===== config.mk =====
export PLATFORM = sky130hd
export DESIGN_NAME = host_port
export DESIGN_NICKNAME = d
export VERILOG_FILES = /design/src/design/disk_bridge_pkg.sv /design/src/design/host_port.sv
export SDC_FILE = /design/constraint.sdc
export NUM_CORES = 1
export LEC_CHECK = 0
export BUFFER_PORTS_ARGS = -buffer_cell sky130_fd_sc_hd__buf_2
export CAP_MARGIN = 20
export CORE_MARGIN = 4
export CORE_UTILIZATION = 37
export CTS_BUF_LIST = sky130_fd_sc_hd__clkbuf_2 sky130_fd_sc_hd__clkbuf_4 sky130_fd_sc_hd__clkbuf_8
export DETAILED_ROUTE_END_ITERATION = 10
export GPL_ROUTABILITY_DRIVEN = 0
export MAX_ROUTING_LAYER = met4
export PLACE_DENSITY = 0.79
export REMOVE_ABC_BUFFERS = 1
export SLEW_MARGIN = 40
export SYNTH_ARGS = -nofsm -noshare
export SYNTH_HDL_FRONTEND = slang
export SYNTH_SLANG_ARGS = --single-unit

===== constraint.sdc =====
create_clock -name clk_sys -period 2 [get_ports clk_sys]
set_input_delay 0.1 -clock clk_sys [delete_from_list [all_inputs] [get_ports clk_sys]]
set_output_delay 0.1 -clock clk_sys [all_outputs]
set_load 0.03 [all_outputs]

===== src/design/disk_bridge_pkg.sv =====
// Shared types and constants for the disk block bridge.
// Every bridge module takes this package by a wildcard import in its header.

`default_nettype none

package disk_bridge_pkg;

	// ======================================================================
	// Sizes and slot numbering
	// ======================================================================

	// Drive request slots D1, D2 and cartridge
	localparam int num_drives = 3;

	// Default sector buffer address width, 512 bytes
	localparam int buf_aw = 9;

	// File numbers reported to the host for each slot
	localparam logic [2:0] fileno_d1   = 3'd0;
	localparam logic [2:0] fileno_d2   = 3'd1;
	localparam logic [2:0] fileno_cart = 3'd4;

	typedef logic [1:0] drive_idx_t;
	typedef logic [2:0] host_drive_t;

	// ======================================================================
	// Host side words
	// ======================================================================

	// Control word, lba_sel sits in bit 0
	typedef struct packed {
		host_drive_t drive;
		logic        block_wr;
		logic        block_rd;
		logic        lba_sel;
	} host_ctrl_t;

	typedef struct packed {
		logic [23:0] pad;
		logic [7:0]  value;
	} host_byte_t;

	// Data word is either a full LBA or a single buffer byte
	typedef union packed {
		logic [31:0] lba;
		host_byte_t  octet;
	} host_word_u;

	// Status byte, io_done in bit 0 and readonly in bit 7
	typedef struct packed {
		logic       readonly;
		logic [1:0] filetype;
		logic [2:0] fileno;
		logic       mounted;
		logic       io_done;
	} host_status_t;

	// Attributes of the most recently mounted image
	typedef struct packed {
		logic        mounted;
		logic [2:0]  fileno;
		logic [1:0]  filetype;
		logic        readonly;
		logic [31:0] filesize;
	} mount_info_t;

endpackage

`default_nettype wire


===== src/design/host_port.sv =====
// Host register port of the disk bridge.
// Turns the host strobes into single-cycle buffer and request strobes,
// latches the LBA and builds the status byte and readback word.

`default_nettype none

module host_port import disk_bridge_pkg::*; #(
	parameter int BUF_AW = buf_aw
) (
	input  wire logic         clk_sys,
	input  wire logic         areset,
	input  wire host_ctrl_t   host_ctrl,
	input  wire host_word_u   host_data,
	input  wire logic         io_wr,
	input  wire logic         data_wr,
	input  wire logic         data_rd,
	input  wire logic [7:0]   buf_rdata,
	input  wire logic         io_done,
	input  wire mount_info_t  mount,
	output logic              buf_push,
	output logic [7:0]        buf_wdata,
	output logic              buf_pop,
	output logic              buf_rewind,
	output logic              rd_req,
	output logic              wr_req,
	output drive_idx_t        req_drive,
	output logic [31:0]       sd_lba,
	output host_status_t      host_status,
	output logic [31:0]       host_rdata
);

	// Strobe history
	logic wr_q1;
	logic wr_q2;
	logic rd_q;
	logic blrd_q;
	logic blwr_q;
	logic data_wr_rise;

	// Transfers since the last rewind, top bit marks a full sector
	logic [BUF_AW:0] xfer_cnt;

	// Data strobe passes two stages before its edge is taken
	assign data_wr_rise = wr_q1 & ~wr_q2;

	// ======================================================================
	// Strobe generation
	// ======================================================================

	always_ff @(posedge clk_sys) begin
		if (areset) begin
			wr_q1      <= 1'b0;
			wr_q2      <= 1'b0;
			rd_q       <= 1'b0;
			blrd_q     <= 1'b0;
			blwr_q     <= 1'b0;
			buf_push   <= 1'b0;
			buf_pop    <= 1'b0;
			buf_rewind <= 1'b0;
			rd_req     <= 1'b0;
			wr_req     <= 1'b0;
			xfer_cnt   <= '0;
		end else begin
			wr_q1  <= data_wr;
			wr_q2  <= wr_q1;
			rd_q   <= data_rd;
			blrd_q <= host_ctrl.block_rd;
			blwr_q <= host_ctrl.block_wr;

			// LBA writes leave the pointer alone
			buf_push   <= data_wr_rise & ~host_ctrl.lba_sel;
			// Pointer moves once the host has taken the byte
			buf_pop    <= rd_q & ~data_rd;
			buf_rewind <= io_wr;

			rd_req <= host_ctrl.block_rd & ~blrd_q;
			wr_req <= host_ctrl.block_wr & ~blwr_q;

			if (buf_rewind) begin
				xfer_cnt <= '0;
			end else if (buf_push || buf_pop) begin
				xfer_cnt <= xfer_cnt + 1'b1;
			end
		end
	end

	// Payload registers
	always_ff @(posedge clk_sys) begin
		if (data_wr_rise) begin
			buf_wdata <= host_data.octet.value;
			if (host_ctrl.lba_sel) begin
				sd_lba <= host_data.lba;
			end
		end
		// Drive numbers 0, 1 and 4 fold onto slots 0, 1 and 2
		req_drive <= {host_ctrl.drive[2], host_ctrl.drive[0]};
	end

	// ======================================================================
	// Readback
	// ======================================================================

	always_comb begin
		host_status.io_done  = io_done;
		host_status.mounted  = mount.mounted;
		host_status.fileno   = mount.fileno;
		host_status.filetype = mount.filetype;
		host_status.readonly = mount.readonly;
	end

	assign host_rdata = host_ctrl.lba_sel ? mount.filesize : {24'h000000, buf_rdata};

	// One block command at a time reaches the SD side
	ap_req_excl: assert property (@(posedge clk_sys) disable iff (areset)
		!(rd_req && wr_req));

	// Host stays within one sector between rewinds
	ap_sector_bound: assert property (@(posedge clk_sys) disable iff (areset)
		(buf_push || buf_pop) |-> !xfer_cnt[BUF_AW]);

endmodule

`default_nettype wire


==> impl_metrics.py <==
metrics = {
    "power": {
        "power_density_nw_per_um2": 701,
        "p_total_mw": 2.21,
        "leakagePower_nw": 1.47,
        "vdd_ir_drop_max_uv": 377,
    },
    "sta": {
        "worst_slack_ns": 0.744,
        "setup_violations": 0,
        "finalHoldViolations": 0,
        "max-slew-margin-rel_pct": 73.2,
        "fin_skew_ns": 0.00524,
        "rsz0062_at_grt": "no",
        "drv_slew": 0,
        "min_period_ns": 1.26,
        "period_share_pct": 62.8,
        "setup-tns-final_ns": 0,
        "holdWs_ns": 0.0251,
        "tightest_slew_ns": 0.402,
        "timing.fmax_mhz": 796,
    },
    "critical_path": {
        "critPathLaunch": "wr_q2$_SDFF_PP0_",
        "crit_family": "buffers and inverters",
        "slowest_delay_ns": 0.36,
        "critPathRequiredTime_ns": 1.95,
        "cp-start-kind": "register",
        "r2r_slack_ns": 0.74,
        "crit_chain": "and3b_1 -> buf_4",
        "crit_slowest_cell": "buf_4",
        "r2r-start": "wr_q2$_SDFF_PP0_",
        "rr_endpoint": "sd_lba[28]$_DFFE_PP_",
        "worstPathMaxFanout": 32,
        "path_buf_inv": 1,
        "r2r_cells": 2,
        "crit_type": "reg2reg",
        "cp.arrival_ns": 1.21,
        "end_kind": "register",
    },
    "global_route": {
        "grt_pass1_wl_um": 9070,
        "grt_pass1_vias": 1715,
        "grt.total_usage_pct": 20.5,
        "grt_max_degree": 34,
        "grt-ovfl-total": 0,
        "grt_antenna_before_repair": 2,
    },
    "place": {
        "io_buffers": 160,
        "post-place-ws_ns": 0.742,
        "dp_hpwl_um": 4630,
    },
    "clocking": {
        "cts.sinks": 52,
        "htreeDepth": 2,
        "cts_buffer_depth": 2,
        "postCtsSetupBuffers": 0,
        "cts_buffers": 5,
        "cts_tree": "done",
        "path_clk_slew_ns": 0.09,
        "cts_root_buf": "clkbuf_8",
        "clock_latency_ns": 0.30,
    },
    "synthesis": {
        "synthFlopType": "edfxtp_1",
        "synth.most_common_cell": "edfxtp_1",
        "synth_cell_types": 14,
        "synthArstFlopShare_pct": 0,
        "synth_top_area_share_pct": 63.7,
        "avgSynthCellArea_um2": 17.3,
        "synth.top_cells.by_count": "edfxtp_1 (40), and2_1 (24), dfxtp_1 (12), buf_4 (8), nor2b_1 (7)",
        "yosysSeqAreaShare_pct": 76.4,
        "synth-edff-count": 40,
        "yosys.area.top_type": "edfxtp_1",
        "yosys_warnings": 0,
        "synth_area_leaders": "edfxtp_1 (64%), dfxtp_1 (13%), and2_1 (8.0%), buf_4 (3.2%), mux2_4 (3.2%)",
        "netlist_instances": 109,
        "netlist_area_um2": 1890,
        "synth-seq-cells": 52,
    },
    "final_layout": {
        "nNetsFinal": 393,
        "drive_above_1_share_pct": 59.4,
        "largest-register": "sd_lba",
        "largest_reg_flops": 32,
        "area_growth_pct": 66.9,
        "top_regs": "sd_lba: 32 flops, buf_wdata: 8 flops, req_drive: 2 flops",
    },
    "routing": {
        "ant_nets": 0,
        "drt_iter0_markers": 80,
        "vias_per_cell": 4.35,
        "vias": 1618,
        "route.detailed.drc": 0,
        "wl_per_cell_um": 17.1,
        "routed_wirelength_um": 6340,
        "first_pass_iters": 4,
    },
    "worst_hold_path": {
        "holdPathEnd": "blrd_q$_SDFF_PP0_",
        "hp-class": "in2reg",
        "holdPathStages": 2,
        "worstHoldStart": "host_ctrl[1]",
    },
    "floorplanning": {
        "ios": 178,
        "die_h_um": 79.4,
        "rows": 25,
        "die_area_um2": 6310,
        "start_util_pct": 39.2,
        "core_um2": 4820,
        "fp.dieW_um": 79.4,
    },
    "status": {
        "outcome": "completed",
    },
    "job": {
        "cap_violations": 0,
    },
}
cell usage in the layout, fill, tap and decap left out, drive strengths merged:
cell,instances
clkbuf,5
dlygate4sd3,36
buf,163
and3b,1
clkinvlp,2
edfxtp,40
nor4b,1
inv,1
and2,24
diode,2
mux2,8
nor2b,7
nor3b,3
dfxtp,12
metal layers:
layer / track usage, % / wire [um]
met1: 20.0 / 2160
met2: 36.8 / 3390
met3: 7.56 / 741
met4: 7.90 / 51
met5: - / 0
logic make-up (layout without fill, tap and decap cells):
| kind of cell | after synthesis | count (layout) | synth area share (%) |
|---|---|---|---|
| buffers and inverters | 13 | 207 | 5.30 |
| flip-flops | 52 | 52 | 76.4 |
| multiplexers | 8 | 8 | 5.57 |
| other | 0 | 2 | 0 |
| AND/OR/NAND/NOR | 36 | 36 | 12.7 |
repair_timing:
item	4_1_cts	5_1_grt
endpoints found under the hold margin	44	0
hold buffers	36	0
resized for setup	0	0
cell type report:
cell class	count	area, um2
tap	67	83.8
fill	353	1670
clock inverter	3	21.3
multi-input combinational	44	345
sequential	52	1440
clock buffer	5	68.8
timing repair buffer	199	1180
antenna	2	5.00
how the worst max path moves through the flow:
| stage | depth (start not counted) | to | slack (ns) |
|---|---|---|---|
| after CTS | 2 | sd_lba[25]$_DFFE_PP_ | 0.73 |
| after floorplan | 1 | sd_lba[0]$_DFFE_PP_ | 0.40 |
| after global placement | 2 | sd_lba[2]$_DFFE_PP_ | 0.75 |
| final | 2 | sd_lba[28]$_DFFE_PP_ | 0.74 |
| after global routing | 2 | sd_lba[1]$_DFFE_PP_ | 0.66 |
| after detailed placement | 2 | sd_lba[25]$_DFFE_PP_ | 0.74 |
where the power goes:
part | internal, mW | total, mW | switching (mW)
logic | 0.182 | 0.422 | 0.240
registers | 1.20 | 1.21 | 0.00965
clock network | 0.247 | 0.573 | 0.326
through the flow:
stage                     std cells  area, um2  utilization (%)
final                           372       3150             65.4
after global routing            372       3150             65.4
after CTS                       370       3140             65.3
after detailed placement        326       2690             55.9
after global placement          326       2690             55.9
after floorplan                  96       1790                -
No activity file was read; power rests on OpenSTA's default activity.
