**src/design/disk_bridge_pkg.sv**
```systemverilog
// Shared types and constants for the disk block bridge.
// Every bridge module takes this package by a wildcard import in its header.

`default_nettype none

package disk_bridge_pkg;

	// ======================================================================
	// Sizes and slot numbering
	// ======================================================================

	// Drive request slots D1, D2 and cartridge
	localparam int num_drives = 3;

	// Default sector buffer address width, 512 bytes
	localparam int buf_aw = 9;

	// File numbers reported to the host for each slot
	localparam logic [2:0] fileno_d1   = 3'd0;
	localparam logic [2:0] fileno_d2   = 3'd1;
	localparam logic [2:0] fileno_cart = 3'd4;

	typedef logic [1:0] drive_idx_t;
	typedef logic [2:0] host_drive_t;

	// ======================================================================
	// Host side words
	// ======================================================================

	// Control word, lba_sel sits in bit 0
	typedef struct packed {
		host_drive_t drive;
		logic        block_wr;
		logic        block_rd;
		logic        lba_sel;
	} host_ctrl_t;

	typedef struct packed {
		logic [23:0] pad;
		logic [7:0]  value;
	} host_byte_t;

	// Data word is either a full LBA or a single buffer byte
	typedef union packed {
		logic [31:0] lba;
		host_byte_t  octet;
	} host_word_u;

	// Status byte, io_done in bit 0 and readonly in bit 7
	typedef struct packed {
		logic       readonly;
		logic [1:0] filetype;
		logic [2:0] fileno;
		logic       mounted;
		logic       io_done;
	} host_status_t;

	// Attributes of the most recently mounted image
	typedef struct packed {
		logic        mounted;
		logic [2:0]  fileno;
		logic [1:0]  filetype;
		logic        readonly;
		logic [31:0] filesize;
	} mount_info_t;

endpackage

`default_nettype wire

```
**src/design/sd_requester.sv**
```systemverilog
// SD request side of the disk bridge.
// Holds one read and one write request bit per drive slot until the
// SD service acknowledges, then flags completion to the host.

`default_nettype none

module sd_requester import disk_bridge_pkg::*; (
	input  wire logic                  clk_sys,
	input  wire logic                  areset,
	input  wire logic                  rd_req,
	input  wire logic                  wr_req,
	input  wire drive_idx_t            req_drive,
	input  wire logic [num_drives-1:0] sd_ack,
	output logic [num_drives-1:0]      sd_rd,
	output logic [num_drives-1:0]      sd_wr,
	output logic                       io_done
);

	logic ack_any;
	logic ack_q;

	assign ack_any = |sd_ack;

	// ======================================================================
	// Request bits and completion
	// ======================================================================

	always_ff @(posedge clk_sys) begin
		if (areset) begin
			sd_rd   <= '0;
			sd_wr   <= '0;
			ack_q   <= 1'b0;
			io_done <= 1'b0;
		end else begin
			// New request overwrites whatever is pending
			if (rd_req) begin
				sd_rd[req_drive] <= 1'b1;
				io_done          <= 1'b0;
			end
			if (wr_req) begin
				sd_wr[req_drive] <= 1'b1;
				io_done          <= 1'b0;
			end

			// Any ack drops every request
			if (ack_any) begin
				sd_rd <= '0;
				sd_wr <= '0;
			end

			ack_q <= ack_any;
			// Transfer is over once the ack goes away
			if (ack_q && !ack_any) begin
				io_done <= 1'b1;
			end
		end
	end

	// Folded host drive number always lands on a real slot
	ap_slot_range: assert property (@(posedge clk_sys) disable iff (areset)
		(rd_req || wr_req) |-> (int'(req_drive) < num_drives));

endmodule

`default_nettype wire

```
**config.mk**
```make
export PLATFORM = sky130hd
export DESIGN_NAME = sd_requester
export DESIGN_NICKNAME = d
export VERILOG_FILES = /design/src/design/disk_bridge_pkg.sv /design/src/design/sd_requester.sv
export SDC_FILE = /design/constraint.sdc
export NUM_CORES = 1
export LEC_CHECK = 0
export ABC_CLOCK_PERIOD_IN_PS = 800
export BUFFER_PORTS_ARGS = -buffer_cell sky130_fd_sc_hd__buf_2
export CORE_AREA = 8 8 45 47
export DETAILED_ROUTE_END_ITERATION = 10
export DIE_AREA = 0 0 53 55
export GPL_ROUTABILITY_DRIVEN = 1
export RECOVER_POWER = 50
export SLEW_MARGIN = 20
export SYNTH_ARGS = -nofsm -noshare
export SYNTH_HDL_FRONTEND = slang
export SYNTH_SLANG_ARGS = --single-unit
```
**constraint.sdc**
```tcl
create_clock -name clk_sys -period 0.8 [get_ports clk_sys]
set_input_delay 0.16 -clock clk_sys [delete_from_list [all_inputs] [get_ports clk_sys]]
set_output_delay 0.16 -clock clk_sys [all_outputs]
set_load 0.02 [all_outputs]
```
==> tab_implementation.tex, run 1 <==
\begin{tabular}{lr}
\hline
Metric & Value \\
\hline
\multicolumn{2}{l}{\textbf{Outcome}} \\
Outcome & finished, violations left \\
Violations in the final reports & negative setup slack \\
\multicolumn{2}{l}{\textbf{Floorplan}} \\
DIE WIDTH & 53 microns \\
Core area & 0.001384 sq mm \\
Floorplan row count & 14 \\
Number of I/O pins & 16 \\
Die height & 55 microns \\
Starting Density & 21.79\% \\
Overall die area & 0.002915 sq mm \\
\multicolumn{2}{l}{\textbf{Synth}} \\
Post-synth EDFFs & 0 \\
Share of Yosys cell area claimed by the top area cell type & 53.11\% \\
Distinct cell type count after synthesis & 9 \\
Library cell with the highest instance count after synthesis & dfxtp\_1 \\
Synth Area per Inst & 12.06 sq um \\
Main flop type after synthesis & dfxtp\_1 \\
Fraction of the yosys area taken by sequential cells & 53.11\% \\
Synth area leaders & dfxtp\_1 (53\%), o21a\_1 (15\%), and3b\_1 (12\%), nor4\_4 (7.1\%), nor3b\_1 (5.0\%) \\
Synth top cells by count & dfxtp\_1 (8), o21a\_1 (6), and3b\_1 (4), nor3b\_1 (2) \\
Post-synth top area cell & dfxtp\_1 \\
Post-synthesis instance area & 301.5 sq um \\
Warnings from Yosys & 0 \\
Gate count after technology mapping & 25 \\
Ys async rst share & 0\% \\
Net Count, Synth & 34 \\
Total of flip-flops plus latches after synthesis & 8 \\
\multicolumn{2}{l}{\textbf{Finish}} \\
\# nets final & 55 \\
Total of fill cells in the finished design & 142 \\
Proportion of layout cells with a drive suffix above 1 & 59.09\% \\
Layout overhead on the synthesized area & 57.68\% \\
Diodes inserted & 0 \\
\multicolumn{2}{l}{\textbf{Critical path}} \\
Largest stage delay on the critical path & 330 ps \\
Number of buffer and inverter instances along the worst setup path & 1 \\
Setup slack of the worst register-to-register path & 60 ps \\
Top cell family by delay on the critical path & flip-flops \\
Arrival @ worst endpoint & 700 ps \\
Crit path launch type & flop \\
Endpoint type of the worst setup path & output port \\
CP Class & flop to output port \\
Data required time at the worst endpoint & 640 ps \\
Peak fanout along the critical path & 2 \\
Ordered cell list for the critical path & buf\_6 \\
Slowest cell on the critical path & dfxtp\_2 \\
\multicolumn{2}{l}{\textbf{Pwr}} \\
Power consumption & 0.0007854 W \\
P per Cell Area & 1652 mW/mm\^{}2 \\
Proportion of power drawn by flip-flops and latches & 52.0\% \\
Net Switching & 0.0001742 W \\
Clock power share & 39.1\% \\
Leakage power of the design & 0.2196 nW \\
Power Internal & 0.0006112 W \\
Sw Ratio & 22.18\% \\
Proportion of power drawn by combinational gates & 9.0\% \\
Peak ir drop on the vdd network & 876.2 uV \\
\multicolumn{2}{l}{\textbf{Flow run}} \\
Max-cap check violation count & 0 \\
\multicolumn{2}{l}{\textbf{Placed design}} \\
Global placement routability congestion & 0.6377 \\
Port Buffers & 15 \\
Post-DP HPWL & 567.2 microns \\
\multicolumn{2}{l}{\textbf{Detailed routing}} \\
Total number of vias & 278 \\
Number of DRC markers after the initial detailed-route iteration & 0 \\
Average wire per standard cell & 12.62 microns \\
Final wirelength & 757 microns \\
Remaining design rule violation count & 0 \\
Drt pass-1 iters & 1 \\
Via density & 4.633 \\
Antenna Violating Nets Remaining & 0 \\
\multicolumn{2}{l}{\textbf{STA}} \\
Worst path setup slack after routing & -56.75 ps \\
Slew at the pin with the worst max-slew slack & 261.1 ps \\
\# setup viols final & 7 \\
Setup Skew & 0.02670 ps \\
Min cycle time layout & 856.8 ps \\
Period utilization & 107.1\% \\
Unrepaired setup endpoints after global routing & true \\
Accumulated negative setup slack & -383.4 ps \\
Final Slew Violations & 0 \\
Final Hold Vio Count & 0 \\
Top achievable clock speed & 1167 MHz \\
Remaining max-slew budget at the tightest pin & 82.35\% \\
\multicolumn{2}{l}{\textbf{Clock network}} \\
Number of sinks handled by clock tree synthesis & 8 \\
Maximum buffer depth of the clock tree & 2 \\
Post-cts hold buffer count & 0 \\
Setup repair bufs after CTS & 0 \\
Total CTS buffers & 3 \\
Clock tree from TritonCTS & yes \\
Maximum level of the CTS H-tree & 1 \\
Number of gates resized after cts & 20 \\
Clock latency reported for the late side of the worst-skew pair & 250 ps \\
Root cell of the clock tree & clkbuf\_4 \\
Clock transition at the registers of the reported paths & 50 ps \\
\multicolumn{2}{l}{\textbf{Min path}} \\
HP Class & input pin to flop \\
\multicolumn{2}{l}{\textbf{Global routing}} \\
Grt ovf & 0 \\
Global-route wire length before repair & 1214 microns \\
Pin count of the biggest net entering global routing & 8 \\
Number of global-route vias before repair & 290 \\
Initial antenna violation count & 0 \\
Global-route total usage across every layer & 6.182\% \\
\hline
\end{tabular}
path summary, 6_finish.rpt:
| path | end | startpoint | depth (start not counted) |
|---|---|---|---|
| worst max register to register | io_done | io_done | 2 |
| worst min-delay path | ack_q | areset | 2 |
| worst min register to register | io_done | ack_q | 1 |
| worst max-delay path | sd_wr[2] | sd_wr[2] | 1 |
per-layer routing:
layer  global-route usage (%)  part of all wire, %
met1                    5.640                   41
met2                    7.617                   33
met3                    8.289                   25
met4                    2.586                 0.53
met5                        0                    0
placed cells by master (no fill, tap or decap):
cell type / n
nor2_1: 1
o21a_1: 6
nor3b_1: 2
buf_2: 7
nor4_4: 1
clkbuf_1: 1
a21o_1: 1
dfxtp_2: 7
nor3_1: 1
dfxtp_1: 1
clkbuf_4: 3
buf_6: 7
and3b_1: 4
clkbuf_2: 1
nor4b_1: 1
worst reg2reg max path, delay by kind of cell (launching register included):
family	cells	cell delay, ps
AND/OR/NAND/NOR	1	240
flip-flops	1	330
AO/OA/AOI/OAI	1	110
final cells by class:
| type | count | area, sq um | share of cell area (%) |
|---|---|---|---|
| sequential | 8 | 168.9 | 35.53 |
| multi-input combinational | 17 | 141.4 | 29.74 |
| timing repair buffer | 16 | 122.6 | 25.79 |
| clock buffer | 3 | 22.52 | 4.737 |
| tap | 16 | 20.02 | 4.211 |
state kept, by name, summed over array words and instances (netlist names):
register,count
sd_rd,3
ack_q,1
sd_wr,3
io_done,1
stage by stage:
step | hold WS [ps] | instance area (sq um) | worst slack [ps] | util [%] | cells
final | 130.1 | 475.5 | -56.75 | 34.36 | 60
after global routing | 120.9 | 475.5 | -95.06 | 34.36 | 60
after CTS | 124.6 | 479.2 | -67.37 | 34.63 | 60
after detailed placement | 392.2 | 405.4 | -92.75 | 29.29 | 57
after global placement | 393.5 | 405.4 | -79.96 | 29.29 | 57
after floorplan | 232.4 | 302.8 | 46.76 | - | 25
logic make-up (layout without fill, tap and decap cells):
kind of cell    count (synthesis)  in the layout  synth area share [%]
compound gates                  7              7                 17.43
simple gates                   10             10                 29.46
buf+inv                         0             19                     0
flops                           8              8                 53.11
power by group through the flow:
stage	clock [W]	sequential [W]	combinational (W)
after floorplan	0	0.000419	0.0000208
after global placement	0	0.000416	0.0000673
after detailed placement	0	0.000416	0.0000680
after CTS	0.000324	0.000408	0.0000715
after global routing	0.000354	0.000408	0.0000777
final	0.000307	0.000408	0.0000705
Note: power is estimated with default switching activity, not from simulation.
==> inputs of run 2 (changes only) <==
GPL_TIMING_DRIVEN = 0   (was default)
==> run 2 against run 1 <==
Net effect: the run still ends with negative setup slack left; critical path depth did not move; cell count rose by 1.7%; cell area fell by 1.8%; clock power rose by 2%; clock-buffer cell count did not move; routed wire length rose by 1.2%; utilization fell by 0.63 points; sequential share of layout area rose by 0.67 points; combinational power fell by 8.9%; non-clock buffer count rose by 1; power rose by 0.13%; die area did not move; critical path type unchanged.
==> tab_implementation.tex, run 2 (same netlist as run 1, synthesis figures left out) <==
\begin{tabular}{lr}
\hline
Metric & Value \\
\hline
\multicolumn{2}{l}{\textbf{Detailed routing}} \\
Drt pass-1 iters & 2 (+1) \\
Number of DRC markers after the initial detailed-route iteration & 1 (+1) \\
Antenna Violating Nets Remaining & 0 (unchanged) \\
Average wire per standard cell & 12.56 microns (-0.47\%) \\
Total number of vias & 271 (-2.5\%) \\
Remaining design rule violation count & 0 (unchanged) \\
Via density & 4.443 (-4.1\%) \\
Final wirelength & 766 microns (+1.2\%) \\
\multicolumn{2}{l}{\textbf{Finish}} \\
Proportion of layout cells with a drive suffix above 1 & 55.56\% (-3.5 points) \\
Layout overhead on the synthesized area & 54.77\% \\
Largest registers ranked by flip-flop count & sd\_rd x3, sd\_wr x3 \\
\# nets final & 56 (+1.8\%) \\
Highest-count cells in the layout ignoring fill and taps & buf\_2 (7), dfxtp\_2 (7), buf\_6 (7) \\
Diodes inserted & 0 (unchanged) \\
Non-Filler Cell Area, Final & 466.7 sq um (-1.8\%) \\
\multicolumn{2}{l}{\textbf{Global routing}} \\
Global-route total usage across every layer & 5.425\% (-0.76 points) \\
Global-route wire length before repair & 1083 microns (-11\%) \\
Initial antenna violation count & 0 (unchanged) \\
Pin count of the biggest net entering global routing & 8 (unchanged) \\
Grt ovf & 0 (unchanged) \\
Number of global-route vias before repair & 264 (-9.0\%) \\
\multicolumn{2}{l}{\textbf{Critical path}} \\
Top cell family by delay on the critical path & flip-flops \\
Endpoint type of the worst setup path & output port \\
Startpoint of the lowest-slack register-to-register path & io\_done \\
Number of buffer and inverter instances along the worst setup path & 1 (unchanged) \\
Ordered cell list for the critical path & buf\_6 \\
Largest stage delay on the critical path & 340 ps (about the same) \\
Arrival @ worst endpoint & 700 ps (about the same) \\
Slowest cell on the critical path & dfxtp\_2 \\
CP Class & flop to output port \\
Crit path launch type & flop \\
Peak fanout along the critical path & 2 (unchanged) \\
CP startpoint & sd\_rd[0] \\
Data required time at the worst endpoint & 640 ps (about the same) \\
\multicolumn{2}{l}{\textbf{STA}} \\
Final Slew Violations & 0 (unchanged) \\
Top achievable clock speed & 1159 MHz (-0.72\%) \\
Worst path setup slack after routing & -62.95 ps (-6.204 ps) \\
\# setup viols final & 7 (unchanged) \\
Min cycle time layout & 863.0 ps (+6.204 ps) \\
Setup Skew & 0.01002 ps (-0.01668 ps) \\
Final Hold Vio Count & 0 (unchanged) \\
Period utilization & 107.9\% (+0.78 points) \\
Slew at the pin with the worst max-slew slack & 308.1 ps (+47.06 ps) \\
Final worst hold slack & 105.9 ps (-24.22 ps) \\
Unrepaired setup endpoints after global routing & true \\
Remaining max-slew budget at the tightest pin & 79.27\% (-3.1 points) \\
\multicolumn{2}{l}{\textbf{Clock network}} \\
Maximum level of the CTS H-tree & 1 (unchanged) \\
Root cell of the clock tree & clkbuf\_4 \\
Clock latency reported for the late side of the worst-skew pair & 250 ps (about the same) \\
Number of sinks handled by clock tree synthesis & 8 (unchanged) \\
Clock transition at the registers of the reported paths & 60 ps (about the same) \\
Maximum buffer depth of the clock tree & 2 (unchanged) \\
Total CTS buffers & 3 (unchanged) \\
Clock tree from TritonCTS & yes \\
\multicolumn{2}{l}{\textbf{Floorplan}} \\
Floorplan row count & 14 (unchanged) \\
Die height & 55 microns (unchanged) \\
DIE WIDTH & 53 microns (unchanged) \\
Starting Density & 21.79\% (unchanged) \\
Overall die area & 0.002915 sq mm (unchanged) \\
Number of I/O pins & 16 (unchanged) \\
Core area & 0.001384 sq mm (unchanged) \\
\multicolumn{2}{l}{\textbf{Placed design}} \\
Port Buffers & 15 (unchanged) \\
Standard cell area after detailed placement & 397.9 sq um (-1.9\%) \\
Post-DP HPWL & 582.6 microns (+2.7\%) \\
Global placement routability congestion & 0.6430 (+0.83\%) \\
\multicolumn{2}{l}{\textbf{Outcome}} \\
Outcome & finished, violations left \\
Violations in the final reports & negative setup slack \\
\multicolumn{2}{l}{\textbf{Pwr}} \\
Power Internal & 0.0006107 W (about the same) \\
Clock power share & 40.0\% (+0.9 points) \\
Power consumption & 0.0007864 W (+0.13\%) \\
Proportion of power drawn by flip-flops and latches & 51.9\% (about the same) \\
P per Cell Area & 1685 mW/mm\^{}2 (+2.0\%) \\
Net Switching & 0.0001757 W (+0.86\%) \\
Proportion of power drawn by combinational gates & 8.2\% (-0.8 points) \\
Leakage power of the design & 0.2196 nW (about the same) \\
Sw Ratio & 22.34\% (+0.16 points) \\
Peak ir drop on the vdd network & 660.3 uV (-25\%) \\
\multicolumn{2}{l}{\textbf{Min path}} \\
HP Class & input pin to flop \\
Startpoint of the lowest-slack hold path & areset \\
\multicolumn{2}{l}{\textbf{Flow run}} \\
Max-cap check violation count & 0 (unchanged) \\
\hline
\end{tabular}
[run 2: cell count changes in the layout (fill, tap and decap cells not counted), sizes merged]
cell and change:
buf +1
[run 2: worst reg2reg max path, cell delays in order, from the launching register on]
cell	delay, ps
dfxtp_2	330
nor4b_1	230
a21o_1	110
[run 2: final cells by class]
cell class,instances,area (sq um)
sequential,8,168.9
tap,16,20.02
clock buffer,3,22.52
timing repair buffer,17,128.9
fill,147,917.1
multi-input combinational,17,126.4
[run 2: power by group through the flow]
stage,sequential [W],combinational [W],clock (W)
finish,0.000408,0.0000642,0.000314
CTS,0.000408,0.0000700,0.000326
global placement,0.000416,0.0000653,0
detailed placement,0.000416,0.0000666,0
global route,0.000409,0.0000696,0.000340
floorplan,0.000419,0.0000208,0
[run 2: layer usage]
| layer | vias to the layer above | part of all wire (%) | GRT usage (%) |
|---|---|---|---|
| met1 | 121 | 49 | 6.126 |
| met3 | 0 | 16 | 4.011 |
| met2 | 16 | 34 | 6.250 |
| met4 | 0 | 0 | 5.172 |
| met5 | - | 0 | 0 |
| li1 | 134 | - | - |
[run 2: what timing repair did]
item / in CTS / in global routing
gates resized for setup: 20 / 0
setup endpoints to repair: 7 / 14
buffers inserted: 0 / 2
pin swaps: 0 / 0
gates cloned: 0 / 0
hold buffers: 0 / 0
[run 2: worst paths after layout]
kind,endpoint,slack [ps],depth (start not counted)
worst max-delay path,sd_rd[0],-60,1
worst min-delay path,ack_q,110,2
worst max register to register,io_done,70,2
worst min register to register,io_done,430,1
[run 2: per-stage QoR]
stage	util, %	setup slack [ps]	cells	setup TNS, ps
6_report	33.73	-62.95	61	-390.9
5_1_grt	33.73	-79.98	61	-577.8
4_1_cts	34.09	-70.63	59	-470.3
3_5_place_dp	28.75	-204.3	56	-1399
3_3_place_gp	28.75	-177.0	56	-1223
2_1_floorplan	-	46.76	25	0
==> inputs of run 3 (changes only) <==
ABC_CLOCK_PERIOD_IN_PS = 900   (was 800)
SKIP_CTS_REPAIR_TIMING = 1   (was default)
clock period = 0.9 ns   (was 0.8 ns; I/O delays follow)
==> run 3 against run 2 <==
Net effect: the flow now finishes without violations; worst setup slack gained 81 ps; clock skew is essentially flat; cell count shrank 3.3%; utilization grew 0.27 points; routed wire length grew 5.0%; combinational power shrank 4.8%; non-clock buffer count shrank 2; via count grew 1.5%; sequential cell count is the same; sequential share of layout area shrank 0.29 points; power shrank 11%; register-to-register slack gained 90 ps; critical endpoint is now sd_wr[1]; highest routed layer unchanged.
==> tab_implementation.tex, run 3 (same netlist as run 1, synthesis figures left out) <==
\begin{tabular}{lr}
\hline
Metric & Value \\
\hline
\multicolumn{2}{l}{\textbf{Finish}} \\
\# nets final & 54 (-3.6\%) \\
Largest registers ranked by flip-flop count & sd\_rd x3, sd\_wr x3 \\
Area of the multi-input gates & 141.4 sq um (+12\%) \\
Diodes inserted & 0 (unchanged) \\
Total of fill cells in the finished design & 150 (+2.0\%) \\
Area taken by flip-flops and latches & 168.9 sq um (unchanged) \\
Proportion of layout cells with a drive suffix above 1 & 58.14\% (+2.6 points) \\
Final standard cell utilization of the core & 34.00\% (+0.27 points) \\
Highest-count cells in the layout ignoring fill and taps & buf\_2 (7), dfxtp\_2 (7), buf\_6 (7) \\
Layout overhead on the synthesized area & 56.02\% \\
Non-filler instance count after layout & 59 (-3.3\%) \\
\multicolumn{2}{l}{\textbf{Detailed routing}} \\
Via density & 4.661 (+4.9\%) \\
Average wire per standard cell & 13.63 microns (+8.5\%) \\
Drt pass-1 iters & 1 (-1) \\
Number of DRC markers after the initial detailed-route iteration & 0 (-1) \\
Remaining design rule violation count & 0 (unchanged) \\
Total number of vias & 275 (+1.5\%) \\
Antenna Violating Nets Remaining & 0 (unchanged) \\
Final wirelength & 804 microns (+5.0\%) \\
\multicolumn{2}{l}{\textbf{Global routing}} \\
Pin count of the biggest net entering global routing & 8 (unchanged) \\
Grt ovf & 0 (unchanged) \\
Global-route total usage across every layer & 6.506\% (+1.1 points) \\
Global-route wire length before repair & 1311 microns (+21\%) \\
Initial antenna violation count & 0 (unchanged) \\
Number of global-route vias before repair & 316 (+20\%) \\
\multicolumn{2}{l}{\textbf{Min path}} \\
Startpoint of the lowest-slack hold path & areset \\
Min-Delay Endpoint & ack\_q \\
HP Class & input pin to flop \\
Cell depth of the worst hold path & 2 (unchanged) \\
\multicolumn{2}{l}{\textbf{STA}} \\
Slew at the pin with the worst max-slew slack & 420.8 ps (+112.7 ps) \\
Worst path setup slack after routing & 17.57 ps (+80.52 ps) \\
\# setup viols final & 0 (-7) \\
Min cycle time layout & 882.4 ps \\
Remaining max-slew budget at the tightest pin & 71.73\% (-7.5 points) \\
Period utilization & 98.05\% \\
Setup Skew & 0.02079 ps (+0.01077 ps) \\
Final Hold Vio Count & 0 (unchanged) \\
Unrepaired setup endpoints after global routing & true \\
Top achievable clock speed & 1133 MHz \\
Final Slew Violations & 0 (unchanged) \\
\multicolumn{2}{l}{\textbf{Placed design}} \\
Cell count after placement & 56 (unchanged) \\
Global placement routability congestion & 0.6793 (+5.6\%) \\
Pre-CTS setup slack & -106.7 ps (+97.63 ps) \\
Port Buffers & 15 (unchanged) \\
Post-DP HPWL & 595.4 microns (+2.2\%) \\
\multicolumn{2}{l}{\textbf{Clock network}} \\
Clock latency reported for the late side of the worst-skew pair & 250 ps (about the same) \\
Clock tree from TritonCTS & yes \\
Root cell of the clock tree & clkbuf\_4 \\
Maximum buffer depth of the clock tree & 2 (unchanged) \\
Number of sinks handled by clock tree synthesis & 8 (unchanged) \\
Total CTS buffers & 3 (unchanged) \\
Maximum level of the CTS H-tree & 1 (unchanged) \\
Clock transition at the registers of the reported paths & 60 ps (about the same) \\
\multicolumn{2}{l}{\textbf{Floorplan}} \\
Floorplan row count & 14 (unchanged) \\
DIE WIDTH & 53 microns (unchanged) \\
Number of I/O pins & 16 (unchanged) \\
Core area & 0.001384 sq mm (unchanged) \\
Starting Density & 21.79\% (unchanged) \\
Die height & 55 microns (unchanged) \\
Overall die area & 0.002915 sq mm (unchanged) \\
\multicolumn{2}{l}{\textbf{Critical path}} \\
Ordered cell list for the critical path & buf\_6 \\
Top cell family by delay on the critical path & flip-flops \\
Critical register-to-register path endpoint & io\_done \\
Arrival @ worst endpoint & 700 ps (about the same) \\
Peak fanout along the critical path & 2 (unchanged) \\
Setup slack of the worst register-to-register path & 160 ps (+90 ps) \\
Data required time at the worst endpoint & 720 ps (+80 ps) \\
Slowest cell on the critical path & dfxtp\_2 \\
Startpoint of the lowest-slack register-to-register path & io\_done \\
Crit path launch type & flop \\
CP startpoint & sd\_wr[1] \\
CP Class & flop to output port \\
Number of buffer and inverter instances along the worst setup path & 1 (unchanged) \\
Endpoint type of the worst setup path & output port \\
Largest stage delay on the critical path & 330 ps (about the same) \\
Path depth of the worst reg2reg path & 2 (unchanged) \\
\multicolumn{2}{l}{\textbf{Pwr}} \\
Peak ir drop on the vdd network & 860.3 uV (+30\%) \\
P per Cell Area & 1491 mW/mm\^{}2 (-12\%) \\
Leakage power of the design & 0.2150 nW (-2.1\%) \\
\multicolumn{2}{l}{\textbf{Flow run}} \\
Max-cap check violation count & 0 (unchanged) \\
\multicolumn{2}{l}{\textbf{Outcome}} \\
Outcome & finished, final reports clean \\
\hline
\end{tabular}
run 3: changes by cell type in the layout (fill, tap and decap cells not counted):
cell / before / now
nor4_4: 0 / 1
nor4_1: 1 / 0
clkbuf_1: 2 / 1
buf_4: 1 / 0
run 3: cell type report:
class                   instances  share of cell area, %
flip-flops and latches          8                  35.90
clock buffers                   3                  4.787
repair buffers                 15                  25.00
well taps                      16                  4.255
multi-input cells              17                  30.05
run 3: layer usage:
metal | vias up | GRT usage (%) | routed length, microns
li1 | 131 | - | -
met1 | 124 | 6.088 | 343
met2 | 20 | 8.984 | 325
met3 | 0 | 7.219 | 135
met4 | 0 | 2.586 | 0
met5 | - | 0 | 0
run 3: through the flow:
stage | hold WS [ps] | total power [W] | setup TNS [ps] | instance area [sq um]
finish | 152.7 | 0.0007015 | 0 | 470.5
global route | 147.0 | 0.0007595 | -201.0 | 470.5
CTS | 144.2 | 0.0007089 | -252.6 | 419.2
detailed placement | 415.5 | 0.0004292 | -736.4 | 396.6
global placement | 407.5 | 0.0004277 | -726.5 | 396.6
floorplan | 252.4 | 0.0003909 | 0 | 301.5
run 3: where the power goes:
part | switching [W] | internal (W)
clock | 0.000125 | 0.000153
combinational | 0.0000314 | 0.0000298
sequential | 0.00000242 | 0.000360
total | 0.000159 | 0.000543
run 3: worst max path at each step:
stage	end	slack, ps	depth (start not counted)
after global routing	sd_rd[2]	-40	1
after CTS	sd_wr[1]	-50	1
after global placement	sd_wr[2]	-110	3
after floorplan	io_done	90	2
after detailed placement	sd_wr[2]	-110	3
final	sd_wr[1]	20	1
