$ cat src/design/disk_bridge_pkg.sv
// Shared types and constants for the disk block bridge.
// Every bridge module takes this package by a wildcard import in its header.

`default_nettype none

package disk_bridge_pkg;

	// ======================================================================
	// Sizes and slot numbering
	// ======================================================================

	// Drive request slots D1, D2 and cartridge
	localparam int num_drives = 3;

	// Default sector buffer address width, 512 bytes
	localparam int buf_aw = 9;

	// File numbers reported to the host for each slot
	localparam logic [2:0] fileno_d1   = 3'd0;
	localparam logic [2:0] fileno_d2   = 3'd1;
	localparam logic [2:0] fileno_cart = 3'd4;

	typedef logic [1:0] drive_idx_t;
	typedef logic [2:0] host_drive_t;

	// ======================================================================
	// Host side words
	// ======================================================================

	// Control word, lba_sel sits in bit 0
	typedef struct packed {
		host_drive_t drive;
		logic        block_wr;
		logic        block_rd;
		logic        lba_sel;
	} host_ctrl_t;

	typedef struct packed {
		logic [23:0] pad;
		logic [7:0]  value;
	} host_byte_t;

	// Data word is either a full LBA or a single buffer byte
	typedef union packed {
		logic [31:0] lba;
		host_byte_t  octet;
	} host_word_u;

	// Status byte, io_done in bit 0 and readonly in bit 7
	typedef struct packed {
		logic       readonly;
		logic [1:0] filetype;
		logic [2:0] fileno;
		logic       mounted;
		logic       io_done;
	} host_status_t;

	// Attributes of the most recently mounted image
	typedef struct packed {
		logic        mounted;
		logic [2:0]  fileno;
		logic [1:0]  filetype;
		logic        readonly;
		logic [31:0] filesize;
	} mount_info_t;

endpackage

`default_nettype wire

$ cat src/design/mount_tracker.sv
// Tracks the image most recently mounted by the SD service.
// Reports its file number, type, read-only flag and size, and toggles
// the mounted flag on every new mount so the host can spot changes.

`default_nettype none

module mount_tracker import disk_bridge_pkg::*; (
	input  wire logic                  clk_sys,
	input  wire logic                  areset,
	input  wire logic [num_drives-1:0] img_mounted,
	input  wire logic                  img_readonly,
	input  wire logic [31:0]           img_size,
	input  wire logic [1:0]            img_type,
	output mount_info_t                mount
);

	localparam int cart_slot = num_drives - 1;

	logic [num_drives-1:0] mounted_q;
	logic                  mount_rise;
	logic [2:0]            slot_fileno;

	// Any slot going high counts as a new mount
	assign mount_rise = |(img_mounted & ~mounted_q);

	// Highest slot wins when several bits rise together
	always_comb begin
		slot_fileno = fileno_d1;
		if (img_mounted[1]) begin
			slot_fileno = fileno_d2;
		end
		if (img_mounted[cart_slot]) begin
			slot_fileno = fileno_cart;
		end
	end

	always_ff @(posedge clk_sys) begin
		if (areset) begin
			mounted_q     <= '0;
			mount.mounted <= 1'b0;
		end else begin
			mounted_q <= img_mounted;
			if (mount_rise) begin
				mount.mounted  <= ~mount.mounted;
				mount.fileno   <= slot_fileno;
				mount.filetype <= img_type;
				// Cartridge images are never written back
				mount.readonly <= img_readonly | img_mounted[cart_slot];
				mount.filesize <= img_size;
			end
		end
	end

endmodule

`default_nettype wire

$ cat config.mk
export PLATFORM = sky130hd
export DESIGN_NAME = mount_tracker
export DESIGN_NICKNAME = d
export VERILOG_FILES = /design/src/design/disk_bridge_pkg.sv /design/src/design/mount_tracker.sv
export SDC_FILE = /design/constraint.sdc
export NUM_CORES = 1
export LEC_CHECK = 0
export BUFFER_PORTS_ARGS = -buffer_cell sky130_fd_sc_hd__buf_2
export CAP_MARGIN = 20
export CORE_MARGIN = 2
export CORE_UTILIZATION = 29
export CTS_CLUSTER_DIAMETER = 150
export DETAILED_ROUTE_END_ITERATION = 10
export GPL_TIMING_DRIVEN = 0
export SLEW_MARGIN = 30
export SYNTH_ARGS = -nofsm -noshare
export SYNTH_HDL_FRONTEND = slang
export SYNTH_SLANG_ARGS = --single-unit
$ cat constraint.sdc
create_clock -name clk_sys -period 2.85 [get_ports clk_sys]
set_clock_uncertainty 0.05 [all_clocks]
set_input_delay 0.1425 -clock clk_sys [delete_from_list [all_inputs] [get_ports clk_sys]]
set_output_delay 0.1425 -clock clk_sys [all_outputs]
set_load 0.05 [all_outputs]
==> results of run 1 <==
-- area by class of cell --
cell class              count  area share (%)
flip-flops and latches     41            53.9
repair buffers            112            34.1
multi-input cells          11            3.51
clock buffers               5            3.11
well taps                  52            2.94
clock inverters             2            1.59
inverters                   3           0.510
plain buffers               1           0.340
-- critical path, stage by stage, from the launching register on --
cell                       delay [ns]
sky130_fd_sc_hd__dfxtp_1         0.31
sky130_fd_sc_hd__inv_1           0.03
sky130_fd_sc_hd__a222oi_1        0.56
sky130_fd_sc_hd__nor2_4          0.25
sky130_fd_sc_hd__buf_16          0.23
-- Yosys cell counts (all sizes together) --
library cell  count  area [µm²]
edfxtp           37        1110
nor2b             5        31.3
nor2              2        7.51
or2               1        6.26
buf               1        7.51
conb              1        3.75
mux2              1        11.3
dfxtp             4        80.1
a222oi            1        10.0
inv               3        11.3
-- logic make-up (layout without fill, tap and decap cells) --
| logic type | after synthesis | in the layout | share of synthesized area, % |
|---|---|---|---|
| DFF | 41 | 41 | 93.1 |
| muxes | 1 | 1 | 0.880 |
| buffers and inverters | 4 | 123 | 1.47 |
| AOI/OAI and AO/OA | 1 | 1 | 0.782 |
| and+or+nand+nor | 8 | 8 | 3.52 |
| other | 1 | 1 | 0.293 |
-- layer usage --
metal | up-vias | GRT usage (%)
met3 | 4 | 5.77
met5 | - | 0
met1 | 409 | 13.1
li1 | 440 | -
met4 | 0 | 6.41
met2 | 60 | 20.1
-- sequential cells by signal, indices dropped and copies added, names as in the netlist --
name       count
mount         38
mounted_q      3
-- where the power goes --
group / leakage, nW / internal, mW / switching (mW)
Combinational: 0.501 / 0.0826 / 0.167
Sequential: 0.389 / 0.699 / 0.00952
Clock: 0.0540 / 0.254 / 0.184
-- path summary, 6_finish.rpt --
kind / end / slack (ns)
max reg2reg: mount[1]$_DFFE_PP_ / 1.17
max: mount[1]$_DFFE_PP_ / 1.17
min reg2reg: mount[38]$_SDFFE_PP0P_ / 0.51
min: mount[37]$_SDFFCE_PP1P_ / 0.05
-- metrics by stage --
stage	total power, mW	instance area [µm²]	cells	hold slack [ns]	setup slack [ns]
5_1_grt	1.45	2210	227	0.0477	1.06
3_5_place_dp	0.938	1770	186	0.271	1.13
3_3_place_gp	0.926	1730	185	0.270	-0.116
4_1_cts	1.41	2200	226	0.00150	1.12
6_report	1.40	2210	227	0.0469	1.17
2_1_floorplan	0.865	1280	56	0.164	0.367
-- timing repair --
item,CTS,global route
hold buffers,33,1
hold endpoints to repair,33,1
gates resized for setup,0,0
==> results summary, run 1 <==
The flow ran to the end, and the final reports show no timing, DRC or antenna violations. The initial antenna violation count came to 0. The count of routing violations after the opening detailed-route iteration is 64. The worst reg2reg path startpoint is mounted_q[2]$_SDFF_PP0_. The net count of the finished layout is 215. The number of hold-slack violations in the final timing report is 0. The clock transition at the registers of the reported paths came out at 0.07 ns.

Summed over all cells, the static leakage comes to 0.944 nW. The synthesis warning total is 0. The insertion delay to the later sink of the worst-skew pair came out at 0.28 ns.

The die is 70.4 µm tall. Global routing used 12.3% of the available tracks. The most common library cell in the layout ignoring fill and taps is sky130_fd_sc_hd__buf_2.

The net count after synthesis came out at 96. The area taken by flip-flops and latches is 0.00119 mm². Summed over all nets, wire length on met2 after detailed routing comes to 1390 µm.

The worst vdd rail ir drop came out at 0.258 mV. The total area inside the core boundary comes to 0.00429 mm². The number of global-route vias before repair came to 919. The setup path with the least slack is of type reg -> reg. In the layout the commonest cells are 77 x sky130_fd_sc_hd__buf_2, 37 x sky130_fd_sc_hd__edfxtp_1, 34 x sky130_fd_sc_hd__dlygate4sd3_1. The met3 layer wire length in the routed design came out at 318 µm.

Fill cells in the final layout number 373. The average instance area after synthesis came out at 22.9 µm². In this run the most critical hold path is launched from img_mounted[2]. In this run the worst setup path begins at mounted_q[2]$_SDFF_PP0_. Power spread over the standard cell area amounts to 632 mW/mm². The number of cells on the worst reg-to-reg path is 4. STA classifies the critical path endpoint as a flip-flop. The post-CTS setup repair buffer count came out at 0. The diode insertion count for antenna repair came out at 0.

The number of DRC violations after detailed routing came out at 0. The sequential-to-total area share from yosys stat is 93.1%. The placed wire-length estimate came out at 2040 µm. The worst setup path is launched from a flip-flop. The transition time at the pin with the least slew margin is 0.605 ns. The number of buffers added on ports is 77. The number of buffers inserted during clock tree synthesis came out at 5. After detailed routing, the wire length on met1 is 1150 µm. The max-slew violation count came out at 0. The tool flagged a number of max-cap violations equal to 0. The worst path needs 1.68 ns of the cycle, external delays included. Signal routing reaches up to met4.

In this run the worst path has a maximum fanout of 19. The placer congestion estimate came out at 0.749. The share of the clock period used by the worst path came out at 58.8%. The number of standard-cell rows in the floorplan is 24. The count of boundary I/O pins came out at 79. The CTS tree is built.

The sink count of the clock tree is 41. The total iterations of the first detailed-routing run came out at 4. The signal arrival time at the worst endpoint came out at 1.67 ns. The H-tree was split into 2 levels.

The hold path depth came out at 1. The wire length of the first global-routing pass is 4390 µm. The proportion of layout cells with a drive suffix above 1 came out at 50.3%.

The per-cell via count in the routed design is 4.02. The post-detailed-route wirelength per cell came out at 12.8 µm. The multi-input combinational cells in the finished layout cover a total of 77.6 µm².

The clock passes through at most 2 buffers. The tree is rooted in a sky130_fd_sc_hd__clkbuf_8. The total overflow reported by the global router is 0. The maximum number of pins on one net before global-route repair is 20. The synthesis-to-layout area growth is 72.6%. The routed layout has 913 vias. The maximum operating frequency is 597 MHz. Counting distinct cell types in the post-synthesis netlist gives 10. The remaining number of nets flagged by the antenna check after routing is 0. The cell area after synthesis is 0.00128 mm². Setup repair after global routing left no endpoint under its margin. The endpoint required time on the critical path came out at 2.85 ns. The path category of the worst min-delay check is in -> reg. The setup violation total in the final timing report came out at 0. The headroom to the max-slew limit came out at 59.6%. The number of synthesized register bits is 41. The final core area utilization came out at 51.5%. The die width came out at 70.4 µm. The die covers 0.00496 mm².

The number of instances in the synthesized netlist is 56. Wires add up to 2910 µm. The starting utilization of the core area came out at 29.8%. The final-layout setup total negative slack came out at 0 ns.
No activity file was read; power rests on OpenSTA's default activity.
==> run 2, diff against run 1 <==
==> constraint.sdc (replaced) <==
create_clock -name clk_sys -period 1.5 [get_ports clk_sys]
set_clock_uncertainty 0.05 [all_clocks]
set_input_delay 0.075 -clock clk_sys [delete_from_list [all_inputs] [get_ports clk_sys]]
set_output_delay 0.075 -clock clk_sys [all_outputs]
set_load 0.05 [all_outputs]
==> run 2 against run 1 <==
Wire length increased by 5.8%; cell count increased by 3.5%; highest routed layer unchanged; die area unchanged; sequential share of layout area decreased by 1.9 points; combinational power increased by 100%; clock-buffer cell count unchanged; via count increased by 1.5%; flip-flop and latch count unchanged; core utilization increased by 1.8 points; power increased by 91%; worst hold slack got worse by 0.018 ns.
==> results summary, run 2 (synthesis gave the netlist of run 1 again) <==
Result of the run: finished clean (unchanged). The most common library cell in the layout ignoring fill and taps is sky130_fd_sc_hd__buf_2 (unchanged). The depth of the CTS H-tree is 2 (unchanged). The wire length of the first global-routing pass is 4620 µm (was 4390 µm). The total routing usage reported by global routing came to 13.0% (was 12.3%). The remaining number of nets flagged by the antenna check after routing is 0 (unchanged).

The total die area came out at 0.00496 mm² (unchanged). The relative contribution of sequential cells to total power came out at 50.5% (was 50.8%). The setup slack of the critical path after layout is 0.0891 ns (was 1.17 ns). The total overflow reported by the global router is 0 (unchanged).

The number of global-route vias before repair is 920 (was 919). The final cell count without fillers came out at 235 (was 227). The number of standard-cell rows in the floorplan is 24 (unchanged). The placer congestion estimate is 0.770 (was 0.749). The synthesis-to-layout area growth came to 78.8% (was 72.6%). The endpoint required time on the critical path came out at 1.49 ns (was 2.85 ns).

The overall via count from detail_route is 927 (was 913). The overall power after layout came out at 2.67 mW (was 1.40 mW). The path category of the worst min-delay check is in -> reg (unchanged).

The maximum net fanout on the critical path came out at 19 (unchanged). The starting utilization of the core area is 29.8% (unchanged). The longest individual stage delay on the worst path was 0.38 ns (was 0.56 ns). The number of DRC violations after detailed routing came out at 0 (unchanged).

The maximum number of pins on one net before global-route repair came to 20 (unchanged). The setup violation total in the final timing report is 0 (unchanged). The count of routing violations after the opening detailed-route iteration came out at 61 (was 64).

The internal portion of total power came out at 1.99 mW (was 1.04 mW). The signal arrival time at the worst endpoint is 1.40 ns (was 1.67 ns). The switching power total is 0.680 mW (was 0.360 mW).

The power density relative to cell area is 1160 mW/mm² (was 632 mW/mm²). The insertion delay to the later sink of the worst-skew pair came out at 0.28 ns (about the same). The number of buffers added on ports was 77 (unchanged). Crit path cell chain: inv_1 > a222oi_1 > buf_4 > nor2_4 > buf_12 (was inv_1 > a222oi_1 > nor2_4 > buf_16). The number of hold-slack violations in the final timing report came out at 0 (unchanged). The pre-CTS setup slack is -0.230 ns (was 1.13 ns). The static power due to leakage came out at 0.980 nW (was 0.944 nW). The number of buffers inserted during clock tree synthesis came out at 5 (unchanged).

The combinational share of power is 18.8% (was 17.9%). The clock root buffer was sky130_fd_sc_hd__clkbuf_8 (unchanged). The total buffers and inverters traversed by the critical path is 3 (was 2). The kind of start point of the critical path is a flip-flop (unchanged).

The number of nets in the layout came out at 223 (was 215). The final-layout setup total negative slack came out at 0 ns (unchanged). The per-cell via count in the routed design came out at 3.94 (was 4.02). The share of total power in the clock network is 30.8% (was 31.4%). The clock transition at the registers of the reported paths came to 0.07 ns (about the same). The top cell family by delay on the critical path is buffers and inverters (was compound AO/OA/AOI/OAI gates).

Most frequent cells in the layout: 77 x sky130_fd_sc_hd__buf_2, 38 x sky130_fd_sc_hd__dlygate4sd3_1, 37 x sky130_fd_sc_hd__edfxtp_1 (was 77 x sky130_fd_sc_hd__buf_2, 37 x sky130_fd_sc_hd__edfxtp_1, 34 x sky130_fd_sc_hd__dlygate4sd3_1). The number of max-cap violations was 0 (unchanged). The detailed-route wire length was 3080 µm (was 2910 µm). The CTS tree is built (unchanged). The number of flip-flops in the largest register came out at 38 (unchanged). The total iterations of the first detailed-routing run came out at 4 (unchanged). The final-layout worst hold slack was 0.0290 ns (was 0.0469 ns). The type of the worst setup path is reg -> reg (unchanged). The final standard cell area without fillers is 0.00229 mm² (was 0.00221 mm²). The max-slew violation count came out at 0 (unchanged). The initial antenna violation count is 0 (unchanged). The worst reg2reg path startpoint is mounted_q[2]$_SDFF_PP0_ (unchanged). The proportion of layout cells with a drive suffix above 1 is 50.3% (about the same). The worst-path cell with the longest stage delay is sky130_fd_sc_hd__a222oi_1 (unchanged). The worst vdd rail ir drop came out at 0.457 mV (was 0.258 mV).

The count of boundary I/O pins is 79 (unchanged). The cell area after placement came out at 0.00174 mm² (was 0.00177 mm²). Top Registers: mount x38, mounted_q x3 (unchanged). The die width came out at 70.4 µm (unchanged).

The kind of end point of the critical path is a flip-flop (unchanged). The largest register by flop count is mount (unchanged). The final critical-path required period came out at 1.41 ns (was 1.68 ns). The worst setup path startpoint is mounted_q[2]$_SDFF_PP0_ (unchanged).

The diode insertion count for antenna repair is 0 (unchanged). The placed wire-length estimate came to 1880 µm (was 2040 µm). Setup repair after global routing missed its margin: no (unchanged). The launch point of the worst hold path was img_mounted[2] (unchanged). The post-detailed-route wirelength per cell came out at 13.1 µm (was 12.8 µm). The number of buffers between clock root and the deepest sink came out at 2 (unchanged). The final core area utilization came to 53.3% (was 51.5%). The sink count of the clock tree came out at 41 (unchanged). The core box area is 0.00429 mm² (unchanged). The share of total power consumed by net switching came to 25.5% (was 25.8%). The vertical extent of the die came out at 70.4 µm (unchanged). The number of cells in the design after placement is 185 (was 186). The share of the clock period used by the worst path came out at 94.1% (was 58.8%).

The maximum operating frequency is 709 MHz (was 597 MHz).
[run 2: cell count changes in the layout (fill, tap and decap cells not counted)]
| cell | change |
|---|---|
| sky130_fd_sc_hd__buf_4 | +2 |
| sky130_fd_sc_hd__buf_16 | -1 |
| sky130_fd_sc_hd__dlygate4sd3_1 | +4 |
| sky130_fd_sc_hd__nor2_4 | +1 |
| sky130_fd_sc_hd__buf_12 | +2 |
[run 2: worst register-to-register path: stages, from the launching register on]
cell and delay (ns):
sky130_fd_sc_hd__dfxtp_1 0.32, sky130_fd_sc_hd__inv_1 0.04, sky130_fd_sc_hd__a222oi_1 0.38, sky130_fd_sc_hd__buf_4 0.20, sky130_fd_sc_hd__nor2_4 0.04, sky130_fd_sc_hd__buf_12 0.15
[run 2: layout make-up]
class | instances | area (µm²)
fillers | 388 | 2010
clock buffers | 5 | 68.8
well taps | 52 | 65.1
repair buffers | 119 | 821
multi-input cells | 12 | 88.8
flip-flops and latches | 41 | 1190
inverters | 3 | 11.3
clock inverters | 2 | 35.0
plain buffers | 1 | 7.51
[run 2: final timing paths]
kind / endpoint / cells after the start / slack (ns)
setup / recovery: mount[12]$_DFFE_PP_ / 5 / 0.09
hold / removal: mounted_q[2]$_SDFF_PP0_ / 2 / 0.03
setup reg to reg: mount[12]$_DFFE_PP_ / 5 / 0.09
hold reg to reg: mount[38]$_SDFFE_PP0P_ / 2 / 0.51
[run 2: timing repair]
action | CTS | global route
pin swaps | 2 | 2
hold buffers | 38 | 0
setup buffers | 2 | 2
cloned | 1 | 0
endpoints found under the setup margin | 37 | 37
resized for setup | 1 | 0
hold endpoints to repair | 38 | 0
[run 2: routing by layer]
layer  vias to the layer above  GRT usage (%)  routed length, µm
met4                         0           6.41                 30
met5                         -              0                  0
li1                        458              -                  -
met1                       411           14.6               1200
met3                         2           5.92                349
met2                        56           20.8               1490
[run 2: power by group through the flow]
stage | Sequential [mW] | Combinational, mW | Clock, mW
4_1_cts | 1.35 | 0.485 | 0.858
5_1_grt | 1.35 | 0.525 | 0.896
2_1_floorplan | 1.60 | 0.0436 | 0
6_report | 1.35 | 0.500 | 0.821
3_5_place_dp | 1.37 | 0.394 | 0
3_3_place_gp | 1.37 | 0.388 | 0
==> run 3, diff against run 2 <==
==> constraint.sdc (replaced) <==
create_clock -name clk_sys -period 1.1 [get_ports clk_sys]
set_clock_uncertainty 0.05 [all_clocks]
set_input_delay 0.055 -clock clk_sys [delete_from_list [all_inputs] [get_ports clk_sys]]
set_output_delay 0.055 -clock clk_sys [all_outputs]
set_load 0.05 [all_outputs]
==> run 3 against run 2 <==
The run now ends with setup timing left; worst setup slack worse by 0.43 ns; power is 39% higher; sequential power is 36% higher; largest cell class unchanged; core utilization is 2.0 points higher.
==> results summary, run 3 (synthesis gave the netlist of run 1 again) <==
The internal portion of total power came out at 2.76 mW (was 1.99 mW). The placed wire-length estimate is 1820 µm (was 1880 µm). The final-layout setup total negative slack is -12.64 ns (was 0 ns). The static power due to leakage came out at 1.02 nW (was 0.980 nW). The power density relative to cell area was 1560 mW/mm² (was 1160 mW/mm²). The die width is 70.4 µm (unchanged). Setup repair after global routing missed its margin: yes (was no). The path category of the worst min-delay check was in -> reg (unchanged). The number of hold-slack violations in the final timing report came out at 0 (unchanged).

The detailed-route wire length is 3020 µm (was 3080 µm). The max-slew violation count is 0 (unchanged). The worst vdd rail ir drop is 0.588 mV (was 0.457 mV). The signal arrival time at the worst endpoint was 1.44 ns (was 1.40 ns). The number of max-cap violations came out at 0 (unchanged). The proportion of layout cells with a drive suffix above 1 is 51.9% (was 50.3%).

The number of DRC violations after detailed routing is 0 (unchanged). The kind of start point of the critical path was a flip-flop (unchanged). The sink count of the clock tree is 41 (unchanged).

The combinational share of power is 19.8% (was 18.8%). The total iterations of the first detailed-routing run came out at 4 (unchanged). The final reports fail on setup timing. The maximum operating frequency was 693 MHz (was 709 MHz). The maximum number of pins on one net before global-route repair was 20 (unchanged). The vertical extent of the die came out at 70.4 µm (unchanged). Top Registers: mount x38, mounted_q x3 (unchanged). The total die area is 0.00496 mm² (unchanged). The maximum net fanout on the critical path is 19 (unchanged). The diode insertion count for antenna repair is 0 (unchanged). The starting utilization of the core area came out at 29.8% (unchanged). The post-detailed-route wirelength per cell came out at 12.6 µm (was 13.1 µm). The count of routing violations after the opening detailed-route iteration is 86 (was 61).

The final core area utilization came out at 55.3% (was 53.3%). The total routing usage reported by global routing came out at 12.6% (was 13.0%). The final-layout worst hold slack came out at 0.0140 ns (was 0.0290 ns). The number of flip-flops in the largest register was 38 (unchanged).

The switching power total came out at 0.946 mW (was 0.680 mW). The largest register by flop count is mount (unchanged). The clock transition at the registers of the reported paths is 0.07 ns (about the same). The number of standard-cell rows in the floorplan was 24 (unchanged). The wire length of the first global-routing pass is 4570 µm (was 4620 µm). The synthesis-to-layout area growth is 85.4% (was 78.8%).

The initial antenna violation count came out at 0 (unchanged). The setup violation total in the final timing report came to 38 (was 0). The relative contribution of sequential cells to total power came out at 49.5% (was 50.5%).

The CTS tree is built (unchanged). The count of boundary I/O pins is 79 (unchanged). The most common library cell in the layout ignoring fill and taps is sky130_fd_sc_hd__buf_2 (unchanged). The share of the clock period used by the worst path came out at 131% (was 94.1%). The per-cell via count in the routed design came to 4.09 (was 3.94). The endpoint required time on the critical path was 1.09 ns (was 1.49 ns).

The kind of end point of the critical path was a flip-flop (unchanged). The hold path depth came out at 2 (unchanged). The share of total power in the clock network is 30.8% (about the same). The number of buffers added on ports came to 77 (unchanged).

The setup slack of the critical path after layout is -0.342 ns (was 0.0891 ns). Most frequent cells in the layout: 77 x sky130_fd_sc_hd__buf_2, 38 x sky130_fd_sc_hd__dlygate4sd3_1, 37 x sky130_fd_sc_hd__edfxtp_1 (unchanged). The remaining number of nets flagged by the antenna check after routing came out at 0 (unchanged). The clock root buffer was sky130_fd_sc_hd__clkbuf_8 (unchanged).

The type of the worst setup path is reg -> reg (unchanged). The overall via count from detail_route was 978 (was 927). The placer congestion estimate is 0.766 (was 0.770). The number of global-route vias before repair came to 979 (was 920). The total overflow reported by the global router is 0 (unchanged).

The share of total power consumed by net switching came out at 25.5% (about the same). The depth of the CTS H-tree is 2 (unchanged). The number of nets in the layout is 226 (was 223). The worst reg2reg path depth came out at 6 (was 5). The core box area is 0.00429 mm² (unchanged). The number of buffers between clock root and the deepest sink is 2 (unchanged).

Result of the run: finished, violations left (was finished clean). The number of buffers inserted during clock tree synthesis is 5 (unchanged). The insertion delay to the later sink of the worst-skew pair was 0.28 ns (about the same). The final critical-path required period came out at 1.44 ns (was 1.41 ns).
==> run 3: cell types whose count changed in the layout (fill, tap and decap cells not counted) <==
| cell | previous run | this run |
|---|---|---|
| sky130_fd_sc_hd__buf_12 | 2 | 5 |
| sky130_fd_sc_hd__buf_4 | 3 | 2 |
| sky130_fd_sc_hd__clkbuf_1 | 0 | 1 |
| sky130_fd_sc_hd__clkbuf_16 | 0 | 1 |
| sky130_fd_sc_hd__clkinv_1 | 0 | 1 |
| sky130_fd_sc_hd__clkinv_2 | 1 | 0 |
| sky130_fd_sc_hd__dfxtp_1 | 4 | 3 |
| sky130_fd_sc_hd__dfxtp_2 | 0 | 1 |
| sky130_fd_sc_hd__inv_1 | 3 | 2 |
| sky130_fd_sc_hd__inv_2 | 0 | 1 |
| sky130_fd_sc_hd__mux2_1 | 1 | 0 |
| sky130_fd_sc_hd__mux2_4 | 0 | 1 |
==> run 3: layout make-up <==
type                       instances  area [µm²]
buffer                             1        7.51
clock inverter                     2        33.8
sequential                        41        1190
clock buffer                       6        72.6
multi-input combinational         12        92.6
timing repair buffer             122         898
inverter                           3        11.3
tap                               52        65.1
fill                             352        1920
==> run 3: repair_timing <==
| item | 4_1_cts | 5_1_grt |
|---|---|---|
| gates cloned | 1 | 1 |
| pin swaps | 3 | 1 |
| endpoints found under the setup margin | 38 | 38 |
| gates resized for setup | 2 | 2 |
| hold buffers | 38 | 0 |
| endpoints found under the hold margin | 39 | 0 |
| buffers inserted | 6 | 1 |
==> run 3: metal layers <==
metal	up-vias	GRT usage [%]	part of all wire, %
li1	467	-	-
met1	450	13.5	41
met2	56	20.5	46
met3	5	5.92	11
met4	0	6.41	2.1
met5	-	0	0
==> run 3: final timing paths <==
kind,start,endpoint,slack [ns]
worst min-delay path,areset,mounted_q[2]$_SDFF_PP0_,0.01
worst max-delay path,mounted_q[2]$_SDFF_PP0_,mount[3]$_DFFE_PP_,-0.34
worst max register to register,mounted_q[2]$_SDFF_PP0_,mount[3]$_DFFE_PP_,-0.34
worst min register to register,mount[38]$_SDFFE_PP0P_,mount[38]$_SDFFE_PP0P_,0.54
==> run 3: power by group through the flow <==
stage / sequential, mW / combinational [mW] / clock, mW
after floorplan: 2.18 / 0.0595 / 0
after global placement: 1.87 / 0.529 / 0
after detailed placement: 1.87 / 0.538 / 0
after CTS: 1.83 / 0.722 / 1.18
after global routing: 1.84 / 0.767 / 1.25
final: 1.83 / 0.733 / 1.14
==> run 3: critical path: stages, from the launching register on <==
cell                       delay (ns)
sky130_fd_sc_hd__dfxtp_2         0.32
sky130_fd_sc_hd__inv_2           0.03
sky130_fd_sc_hd__a222oi_1        0.30
sky130_fd_sc_hd__buf_4           0.20
sky130_fd_sc_hd__buf_12          0.10
sky130_fd_sc_hd__nor2_4          0.04
sky130_fd_sc_hd__buf_12          0.15
==> run 3: through the flow <==
stage | std cells | setup slack [ns] | total power [mW] | instance area, µm²
2_1_floorplan | 56 | -0.385 | 2.24 | 1290
3_3_place_gp | 185 | -0.560 | 2.39 | 1740
3_5_place_dp | 185 | -0.651 | 2.41 | 1740
4_1_cts | 238 | -0.315 | 3.73 | 2350
5_1_grt | 239 | -0.369 | 3.85 | 2370
6_report | 239 | -0.342 | 3.71 | 2370
